[src/rtl/csc_pkg.sv]
package csc_pkg;

	//////////////////////////////
	// widths
	//////////////////////////////

	// one colour component
	localparam int PIX_W = 8;
	// two's complement width of terms and sums
	localparam int ACC_W = 10;

	// input register to output register
	localparam int LATENCY = 5;

	// u and v sit around mid scale
	localparam int C_OFFSET = 128;

	typedef logic [PIX_W-1:0] pix_t;
	typedef logic signed [ACC_W-1:0] term_t;

	// clamp view of a finished sum
	// sign set means negative, over set means 256 or more
	typedef struct packed {
		logic sign;
		logic over;
		pix_t pix;
	} acc_fields_t;

	// adder writes val, clamp reads f
	typedef union packed {
		logic signed [ACC_W-1:0] val;
		acc_fields_t f;
	} acc_u;

	//////////////////////////////
	// matrix
	//////////////////////////////

	// units of 1/256
	// rows y u v, columns r g b
	localparam int COEF [0:2][0:2] = '{
		'{ 77,  150,   29},
		'{-38,  -74,  112},
		'{157, -132,  -26}
	};

	// one table entry
	// coefficient times component, rounded to nearest
	// arithmetic shift keeps negative terms rounding down
	function automatic term_t coef_term(input int coef, input pix_t pix);
		int prod;
		prod = coef * int'(pix) + 128;
		return term_t'(prod >>> 8);
	endfunction

endpackage

[src/rtl/csc_if.sv]
`timescale 1ns/1ps

//////////////////////////////
// registered input pixel
//////////////////////////////

interface pixel_if;
	import csc_pkg::*;

	// strobe travels with the pixel
	logic de;
	pix_t r;
	pix_t g;
	pix_t b;

	// producer side
	modport src (output de, r, g, b);
	// consumer side
	modport dst (input de, r, g, b);

endinterface

//////////////////////////////
// sums ahead of the clamp
//////////////////////////////

interface acc_if;
	import csc_pkg::*;

	// one strobe for all three channels
	logic de;
	// signed sums, offsets already added
	acc_u y;
	acc_u u;
	acc_u v;

	// adder tree drives
	modport src (output de, y, u, v);
	// clamp reads
	modport dst (input de, y, u, v);

endinterface

[src/rtl/csc_coef_lut.sv]
`timescale 1ns/1ps

module csc_coef_lut
#(
	// 0 r, 1 g, 2 b
	parameter int COL = 0
)
(
	input	logic					i_pclk,
	input	logic					i_arst,
	input	csc_pkg::pix_t			i_pix,
	// y, u, v products of this column
	output	csc_pkg::term_t [2:0]	o_term
);
	import csc_pkg::*;

	// only three columns in the matrix
	if (COL < 0 || COL > 2)
	begin : g_bad_col
		$error("csc_coef_lut COL out of range");
	end

	// one 256 entry table per output channel
	term_t w_rom [0:2][0:2**PIX_W-1];

	//////////////////////////////
	// table contents
	//////////////////////////////

	// constants only, folded at elaboration
	for (genvar ch = 0; ch < 3; ch++)
	begin : g_ch
		for (genvar a = 0; a < 2**PIX_W; a++)
		begin : g_addr
			assign w_rom[ch][a] = coef_term(COEF[ch][COL], pix_t'(a));
		end
	end

	// registered read port, same address into all three
	always_ff @(posedge i_pclk or posedge i_arst)
	begin
		if (i_arst)
		begin
			o_term <= '0;
		end
		else
		begin
			for (int ch = 0; ch < 3; ch++)
			begin
				o_term[ch] <= w_rom[ch][i_pix];
			end
		end
	end

endmodule

[src/rtl/csc_input_stage.sv]
`timescale 1ns/1ps

module csc_input_stage
(
	input	logic							i_pclk,
	input	logic							i_arst,
	input	logic							i_de,
	input	csc_pkg::pix_t					i_r,
	input	csc_pkg::pix_t					i_g,
	input	csc_pkg::pix_t					i_b,
	// de aligned with the table outputs
	output	logic							o_de,
	// indexed [channel][column]
	output	csc_pkg::term_t [2:0][2:0]		o_term
);
	import csc_pkg::*;

	// registered pixel feeding the tables
	pixel_if u_pix ();

	// component per column, r g b
	pix_t w_col_pix [3];
	// table outputs, indexed [column][channel]
	term_t [2:0][2:0] w_col_term;

	//////////////////////////////
	// input registers
	//////////////////////////////

	always_ff @(posedge i_pclk or posedge i_arst)
	begin
		if (i_arst)
		begin
			u_pix.de	<= 1'b0;
			u_pix.r		<= '0;
			u_pix.g		<= '0;
			u_pix.b		<= '0;
			o_de		<= 1'b0;
		end
		else
		begin
			u_pix.de	<= i_de;
			u_pix.r		<= i_r;
			u_pix.g		<= i_g;
			u_pix.b		<= i_b;
			// one more cycle for the table read
			o_de		<= u_pix.de;
		end
	end

	assign w_col_pix[0] = u_pix.r;
	assign w_col_pix[1] = u_pix.g;
	assign w_col_pix[2] = u_pix.b;

	// one table per input component
	for (genvar c = 0; c < 3; c++)
	begin : g_lut
		csc_coef_lut #(.COL(c)) u_lut
		(
			.i_pclk	(i_pclk),
			.i_arst	(i_arst),
			.i_pix	(w_col_pix[c]),
			.o_term	(w_col_term[c])
		);
	end

	// regroup per output channel for the adder tree
	always_comb
	begin
		for (int ch = 0; ch < 3; ch++)
		begin
			for (int c = 0; c < 3; c++)
			begin
				o_term[ch][c] = w_col_term[c][ch];
			end
		end
	end

	// valid pixels must be fully driven
	a_pix_known : assert property (@(posedge i_pclk) disable iff (i_arst)
		i_de |-> !$isunknown({i_r, i_g, i_b}));

endmodule

[src/rtl/csc_matrix_sum.sv]
`timescale 1ns/1ps

module csc_matrix_sum
#(
	// luma offset, 0 full range or 16 video range
	parameter int Y_OFFSET = 0
)
(
	input	logic							i_pclk,
	input	logic							i_arst,
	input	logic							i_de,
	// indexed [channel][column]
	input	csc_pkg::term_t [2:0][2:0]		i_term,
	acc_if.src								o_acc
);
	import csc_pkg::*;

	if (Y_OFFSET != 0 && Y_OFFSET != 16)
	begin : g_bad_offset
		$error("csc_matrix_sum Y_OFFSET must be 0 or 16");
	end

	// y first, then u and v
	localparam term_t OFFS [3] = '{term_t'(Y_OFFSET), term_t'(C_OFFSET), term_t'(C_OFFSET)};

	// first adder level
	logic	r_de_a;
	term_t	r_part [3];
	// b term held back one cycle to meet its partial sum
	term_t	r_b [3];
	// second adder level
	logic	r_de_b;
	acc_u	r_acc [3];

	//////////////////////////////
	// adder tree
	//////////////////////////////

	always_ff @(posedge i_pclk or posedge i_arst)
	begin
		if (i_arst)
		begin
			r_de_a <= 1'b0;
			r_de_b <= 1'b0;
			for (int ch = 0; ch < 3; ch++)
			begin
				r_part[ch]	<= '0;
				r_b[ch]		<= '0;
				r_acc[ch]	<= '0;
			end
		end
		else
		begin
			r_de_a <= i_de;
			r_de_b <= r_de_a;
			for (int ch = 0; ch < 3; ch++)
			begin
				// r plus g
				r_part[ch]		<= i_term[ch][0] + i_term[ch][1];
				r_b[ch]			<= i_term[ch][2];
				// plus b and the channel offset, signed view
				r_acc[ch].val	<= r_part[ch] + r_b[ch] + OFFS[ch];
			end
		end
	end

	assign o_acc.de	= r_de_b;
	assign o_acc.y	= r_acc[0];
	assign o_acc.u	= r_acc[1];
	assign o_acc.v	= r_acc[2];

endmodule

[src/rtl/csc_clamp.sv]
`timescale 1ns/1ps

module csc_clamp
(
	input	logic				i_pclk,
	input	logic				i_arst,
	acc_if.dst					i_acc,
	output	logic				o_de,
	output	csc_pkg::pix_t		o_y,
	output	csc_pkg::pix_t		o_u,
	output	csc_pkg::pix_t		o_v
);
	import csc_pkg::*;

	// saturate a sum to 0..255
	// negative wins over the over bit
	// both bits are set from -256 to -1
	function automatic pix_t sat(input acc_u a);
		if (a.f.sign)
			return '0;
		else if (a.f.over)
			return '1;
		else
			return a.f.pix;
	endfunction

	//////////////////////////////
	// output registers
	//////////////////////////////

	always_ff @(posedge i_pclk or posedge i_arst)
	begin
		if (i_arst)
		begin
			o_de	<= 1'b0;
			o_y		<= '0;
			o_u		<= '0;
			o_v		<= '0;
		end
		else
		begin
			o_de	<= i_acc.de;
			o_y		<= sat(i_acc.y);
			o_u		<= sat(i_acc.u);
			o_v		<= sat(i_acc.v);
		end
	end

	// positive overflow pins to full scale a cycle later
	a_y_high : assert property (@(posedge i_pclk) disable iff (i_arst)
		(!i_acc.y.f.sign && i_acc.y.f.over) |=> (o_y == 8'hff));
	a_u_high : assert property (@(posedge i_pclk) disable iff (i_arst)
		(!i_acc.u.f.sign && i_acc.u.f.over) |=> (o_u == 8'hff));
	a_v_high : assert property (@(posedge i_pclk) disable iff (i_arst)
		(!i_acc.v.f.sign && i_acc.v.f.over) |=> (o_v == 8'hff));

	// no output strobe while held in reset
	a_de_rst : assert property (@(posedge i_pclk) i_arst |-> !o_de);

endmodule

[src/rtl/csc_top.sv]
`timescale 1ns/1ps

module csc_top
#(
	// luma offset, passed to the adder tree
	parameter int Y_OFFSET = 0
)
(
	input	logic				i_pclk,
	input	logic				i_arst,
	input	logic				i_de,
	input	csc_pkg::pix_t		i_r,
	input	csc_pkg::pix_t		i_g,
	input	csc_pkg::pix_t		i_b,
	output	logic				o_de,
	output	csc_pkg::pix_t		o_y,
	output	csc_pkg::pix_t		o_u,
	output	csc_pkg::pix_t		o_v
);
	import csc_pkg::*;

	// table products, two cycles after the input edge
	logic				w_term_de;
	term_t [2:0][2:0]	w_term;

	// signed sums into the clamp
	acc_if u_acc ();

	//////////////////////////////
	// pipeline
	//////////////////////////////

	// input registers and lookups, 2 cycles
	csc_input_stage u_input_stage
	(
		.i_pclk	(i_pclk),
		.i_arst	(i_arst),
		.i_de	(i_de),
		.i_r	(i_r),
		.i_g	(i_g),
		.i_b	(i_b),
		.o_de	(w_term_de),
		.o_term	(w_term)
	);

	// two level adder tree, 2 cycles
	csc_matrix_sum #(.Y_OFFSET(Y_OFFSET)) u_matrix_sum
	(
		.i_pclk	(i_pclk),
		.i_arst	(i_arst),
		.i_de	(w_term_de),
		.i_term	(w_term),
		.o_acc	(u_acc.src)
	);

	// saturation and output registers, 1 cycle
	csc_clamp u_clamp
	(
		.i_pclk	(i_pclk),
		.i_arst	(i_arst),
		.i_acc	(u_acc.dst),
		.o_de	(o_de),
		.o_y	(o_y),
		.o_u	(o_u),
		.o_v	(o_v)
	);

	// strobe pattern comes out unchanged, LATENCY edges later
	a_de_out : assert property (@(posedge i_pclk) disable iff (i_arst)
		i_de |-> ##LATENCY o_de);
	a_gap_out : assert property (@(posedge i_pclk) disable iff (i_arst)
		!i_de |-> ##LATENCY !o_de);

endmodule

[config.mk]
export PLATFORM = sky130hd
export DESIGN_NAME = csc_top
export DESIGN_NICKNAME = d
export VERILOG_FILES = /design/src/rtl/csc_pkg.sv /design/src/rtl/csc_if.sv /design/src/rtl/csc_coef_lut.sv /design/src/rtl/csc_input_stage.sv /design/src/rtl/csc_matrix_sum.sv /design/src/rtl/csc_clamp.sv /design/src/rtl/csc_top.sv
export SDC_FILE = /design/constraint.sdc
export NUM_CORES = 1
export LEC_CHECK = 0
export CAP_MARGIN = 20
export CELL_PAD_IN_SITES_DETAIL_PLACEMENT = 1
export CELL_PAD_IN_SITES_GLOBAL_PLACEMENT = 2
export CORE_ASPECT_RATIO = 0.6
export CORE_UTILIZATION = 37
export CTS_BUF_LIST = sky130_fd_sc_hd__clkbuf_16
export DETAILED_ROUTE_END_ITERATION = 12
export DONT_BUFFER_PORTS = 1
export GPL_ROUTABILITY_DRIVEN = 0
export GPL_TIMING_DRIVEN = 1
export PLACE_DENSITY_LB_ADDON = 0.1
export SYNTH_ARGS = -nofsm -noshare
export SYNTH_HDL_FRONTEND = slang
export SYNTH_SLANG_ARGS = --single-unit
export TNS_END_PERCENT = 10
[constraint.sdc]
create_clock -name i_pclk -period 6.2 [get_ports i_pclk]
set_input_delay 1.24 -clock i_pclk [delete_from_list [all_inputs] [get_ports i_pclk]]
set_output_delay 1.24 -clock i_pclk [all_outputs]
set_load 0.03 [all_outputs]
# ---- Yosys cells after proc, flatten, opt, wreduce, memory -nomap -nowiden
# Memories as Yosys holds them, arrays and structs flattened. A register that Yosys moved wholly into a read port is not among the register bits.
# Cells that the tools add are included.
dict set report totals {
  latchBits 0
  out_inout_bits 25
  ff_bits 143
  rom_bits 23040
  mem_bits_rw 0
  word_cells 46
  n_memories 9
}
dict set report op_classes {
  add_sub_neg 8
  n_eq_ne 0
  multipliers 0
  n_reduce_logical 0
  muxes 6
  bitwise 3
  shift 0
  magnitude_cmp 0
  n_div 0
}
# name words word_bits rd rd_ports_with_merged_regs write_ports line_no
set memory_table {}
lappend memory_table {{(no name shown)} 256 10 1 1 0 csc_coef_lut.sv:50} ;# o_term[ch] <= w_rom[ch][i_pix];
lappend memory_table {{(no name shown)} 256 10 1 1 0 csc_coef_lut.sv:50}
lappend memory_table {{(no name shown)} 256 10 1 1 0 csc_coef_lut.sv:50}
lappend memory_table {{(no name shown)} 256 10 1 1 0 csc_coef_lut.sv:50}
lappend memory_table {{(no name shown)} 256 10 1 1 0 csc_coef_lut.sv:50}
lappend memory_table {{(no name shown)} 256 10 1 1 0 csc_coef_lut.sv:50}
lappend memory_table {{3 more memories} -- -- -- -- -- --}
# operator n
set ops {}
lappend ops {{adder 10 bit} 6}
lappend ops {{2-to-1 mux 8 bit} 6}
lappend ops {{inverter 8 -> 9 bit} 3}
lappend ops {{adder 10 x 9 -> 10 bit, second input constant} 2}

# ---- Logic depth before layout (Yosys ltp)
dict set report depth {
  depth_word 2
  depth_mapped 12
  mapped_depth_nobuf 10
}

# ---- Cells and area by module
# A second synthesis with hierarchy kept.
dict set report unflattened {
  cells_unflattened 1800
  area_unflattened_um2 15842.7
}
# module area_per_inst_um2 cells_each n_inst seq_area_each_um2
set by_module_without_submodules {}
lappend by_module_without_submodules {csc_matrix_sum 4774.6 395 1 2302.2}
lappend by_module_without_submodules {{csc_coef_lut (u_input_stage.g_lut[1].u_lut)} 3716.1 516 1 625.6}
lappend by_module_without_submodules {{csc_coef_lut (u_input_stage.g_lut[0].u_lut)} 3714.8 524 1 550.5}
lappend by_module_without_submodules {{csc_coef_lut (u_input_stage.g_lut[2].u_lut)} 2079.5 285 1 450.4}
lappend by_module_without_submodules {csc_clamp 903.4 53 1 625.6}
lappend by_module_without_submodules {csc_input_stage 654.4 27 1 650.6}

# ---- Worst setup path after synthesis
# OpenSTA, ideal clock, no wires.
dict set report synth_timing {
  kind {reg2reg}
  startpoint {register u_input_stage.u_pix.r[1]}
  endpoint {register u_input_stage.g_lut[0].u_lut.o_term[20] (netlist bit)}
  synth_period_minus_slack_ns 2.318
  t_arrival_ns 2.198
  path_buffers 2
  setup_ns 0.120
  path_stages_with_launch 10
  setup_slack_ns 3.882
  t_required_ns 6.080
  cell_sequence {dfrtp_1 > buf_2 > inv_1 > ha_1 > buf_2 > xnor2_1 > mux4_2 > a21oi_1 > o21ai_0 > and3_1}
}
dict set report synth_between {
  elab_chain_cells 1
}
# element line_no
set synth_rtl {}
lappend synth_rtl {{from (decl)} csc_if.sv:12} ;# pix_t r;
lappend synth_rtl {{from (signal assigned)} csc_input_stage.sv:43} ;# u_pix.r <= i_r;
lappend synth_rtl {{inverter 8 -> 9 bit (not written as such)} csc_coef_lut.sv:50}
lappend synth_rtl {{to (decl)} csc_coef_lut.sv:13} ;# output csc_pkg::term_t [2:0] o_term
# No other way between the ends.

# ---- Worst setup path after layout
dict set report layout_timing {
  startpoint {register u_input_stage.u_pix.r[1]}
  endpoint {register u_input_stage.g_lut[0].u_lut.o_term[21] (netlist bit)}
}
# Same word-level chain as after synthesis.

==> flow_summary.json <==
{
  "cts_tree": "yes",
  "placed_area_um2": 14500,
  "dpl.hpwl_mm": 36.8,
  "cp-end-kind": "flip-flop",
  "slew_violations": 0,
  "finalSetupTns_ps": 0,
  "dp_slack_ps": 3140,
  "syn_nets": 1818,
  "ioPinCount": 52,
  "track_usage": 0.263,
  "clk_path_buf_depth": 2,
  "holdCritPathClass": "reg2reg",
  "grt_pass1_wl_mm": 80.2,
  "crit_type": "reg2reg",
  "synth_xor_area_frac": 0.0318,
  "final_area_um2": 15100,
  "ys_types": 74,
  "viasPerCell": 6.16,
  "drive_above_1_share": 0.0719,
  "grt_max_degree": 108,
  "synthToLayoutAreaGrowth_pct": 5.54,
  "power_density_nw_per_um2": 298,
  "netlist_instances": 1693,
  "rsz0062_at_grt": "false",
  "setup_ws_ps": 3090,
  "syn_area_um2": 14300,
  "clkSinkCount": 195,
  "finalCritPeriodShare": 0.501,
  "setup_violations": 0,
  "holdWs_ps": 351,
  "initial_core_util": 0.378,
  "slew_headroom": 0.273,
  "start_kind": "flip-flop",
  "cp_max_fo": 24,
  "die_h_um": 154,
  "hold_violations": 0,
  "post-route-drc-count": 0,
  "yosysWarnings": 0,
  "ys_seq_area_frac": 0.341,
  "die_area_um2": 39500,
  "path_clk_slew_ps": 80,
  "cts_made_buffers": 17,
  "synth_top_family_by_area": "compound AO/OA/AOI/OAI gates",
  "critPathArrivalTime_ps": 3440,
  "avgSynthCellArea_um2": 8.45,
  "max_freq_mhz": 322,
  "wire_per_inst_um": 24.4,
  "die_w_um": 256,
  "async_flop_share": 1.00,
  "worstPathRequired_ps": 6530,
  "yosys.area_share.simple": 0.149,
  "ant_nets": 0,
  "dr_total_vias": 13000,
  "postCtsSetupRepairBufs": 0,
  "final_cells": 2112,
  "clock_latency_ps": 470,
  "cts_hold_buf": 0,
  "synth-seq-cells": 195,
  "port_buffers": 0,
  "diodes": 0,
  "status": "finished, final reports clean",
  "antenna_found_initial": 2,
  "final_nets": 1711,
  "synth_fa_ha_area_frac": 0.0903,
  "synth-edff-count": 0,
  "max-vdd-ir-drop_mv": 0.195,
  "drt_first_pass_iters": 5,
  "synth_compound_gate_area_share": 0.275,
  "core_area_um2": 37800,
  "cts_resized": 0,
  "power_leakage_nw": 6.17,
  "dp.cells": 2079,
  "gr-total-overflow": 0,
  "wirelength_mm": 51.5,
  "cts_root_buf": "clkbuf_16",
  "fillCellCount": 4475,
  "clock_skew_ps": 16.3,
  "tightest_slew_ps": 1090,
  "fp-row-count": 55,
  "grt_pass1_vias": 12700,
  "ctsHtreeMaxLevel": 4,
  "drt-initial-drc-count": 1538,
  "total_power_mw": 4.50,
  "ys.flop_type": "dfrtp_1",
  "fin_crit_ps": 3110,
  "synth_mux_area_frac": 0.0510,
  "final_util": 0.399,
  "max_cap_viol_count": 0
}
[critical path, cell delays in order (launching register included)]
cell,delay [ps]
dfrtp_1,370
buf_4,220
inv_1,240
ha_1,650
inv_1,230
mux4_2,540
mux4_2,510
nor2_1,130
a211oi_2,60
[layout by cell type (no fill, tap or decap), drive strengths merged, types with 9 or more instances in the layout]
cell type	n
buf	27
xnor2	38
nand2b	23
clkinv	11
a311oi	9
a21oi	161
o31ai	12
o211ai	33
mux2i	20
nor2b	28
nand3	23
nor2	178
nor3	33
a31oi	31
inv	53
a211oi	34
clkbuf	18
o41ai	9
ha	92
a21o	23
nand2	159
o22ai	26
dfrtp	195
o21ai	150
mux4	19
a221oi	17
xor2	14
o311ai	11
mux2	9
[final timing paths]
check / start / end / slack (ps) / cells after the start
worst max-delay path: u_input_stage.u_pix.r[1] / u_input_stage.g_lut[0].u_lut.o_term[21] / 3090 / 8
worst min-delay path: u_input_stage.g_lut[2].u_lut.o_term[24] / u_matrix_sum.r_b[4] / 350 / 0
worst max register to register: u_input_stage.u_pix.r[1] / u_input_stage.g_lut[0].u_lut.o_term[21] / 3090 / 8
worst min register to register: u_input_stage.g_lut[2].u_lut.o_term[24] / u_matrix_sum.r_b[4] / 350 / 0
max in group asynchronous: i_arst / u_input_stage.u_pix.r[4] / 4110 / 3
min in group asynchronous: i_arst / u_input_stage.u_pix.b[5] / 700 / 1
[area by class of cell]
class                   instances  area (um^2)  area share
multi-input cells            1294         8530       0.565
clock buffers                  17          425      0.0282
clock inverters                15          186      0.0124
flip-flops and latches        195         4890       0.324
well taps                     513          642      0.0425
inverters                      50          191      0.0127
repair buffers                 28          229      0.0152
[report_power, final]
part,switching (mW),internal [mW]
logic,0.847,0.562
clock network,0.619,0.550
registers,0.343,1.58
[logic make-up (layout without fill, tap and decap cells)]
kind of cell / after synthesis / in the layout
mux: 48 / 48
compound gates: 611 / 611
simple gates: 483 / 483
flops: 195 / 195
xor+xnor: 52 / 52
fa+ha+maj: 100 / 100
buf+inv: 204 / 110
[layer usage]
metal,global-route usage,wire [um],vias up,share of wire
met5,0,34,-,0.00066
met4,0.0476,435,6,0.0084
met3,0.0624,4110,42,0.080
met2,0.354,20400,504,0.40
met1,0.418,26600,6527,0.52
li1,-,-,5936,-
[state kept, by name (all words and copies together), names as in the netlist, 8 cells and up]
name and cells:
u_clamp.o_u 8, u_clamp.o_v 8, u_clamp.o_y 8, u_input_stage.g_lut.u_lut.o_term 65
u_input_stage.u_pix.b 8, u_input_stage.u_pix.g 8, u_input_stage.u_pix.r 8, u_matrix_sum.o_acc.u 10
u_matrix_sum.o_acc.v 10, u_matrix_sum.o_acc.y 10, u_matrix_sum.r_b 18, u_matrix_sum.r_part 29
[cell usage after synthesis (all sizes together), types with 11 or more instances]
cell type,n,area (um^2)
nor3,33,165
inv,48,180
dfrtp,195,4880
o22ai,26,163
a31oi,31,194
a211oi,34,260
buf,81,429
nand2b,23,144
a21o,23,173
nand2,159,599
xnor2,38,333
o311ai,11,96.3
nor2,178,671
nand3,23,115
clkbuf,73,274
a21oi,161,806
o21ai,150,754
xor2,14,123
ha,92,1150
o211ai,33,248
a221oi,17,149
mux4,19,428
nor2b,28,175
o31ai,12,90.1
mux2i,20,200
(Power assumes the default switching activity.)
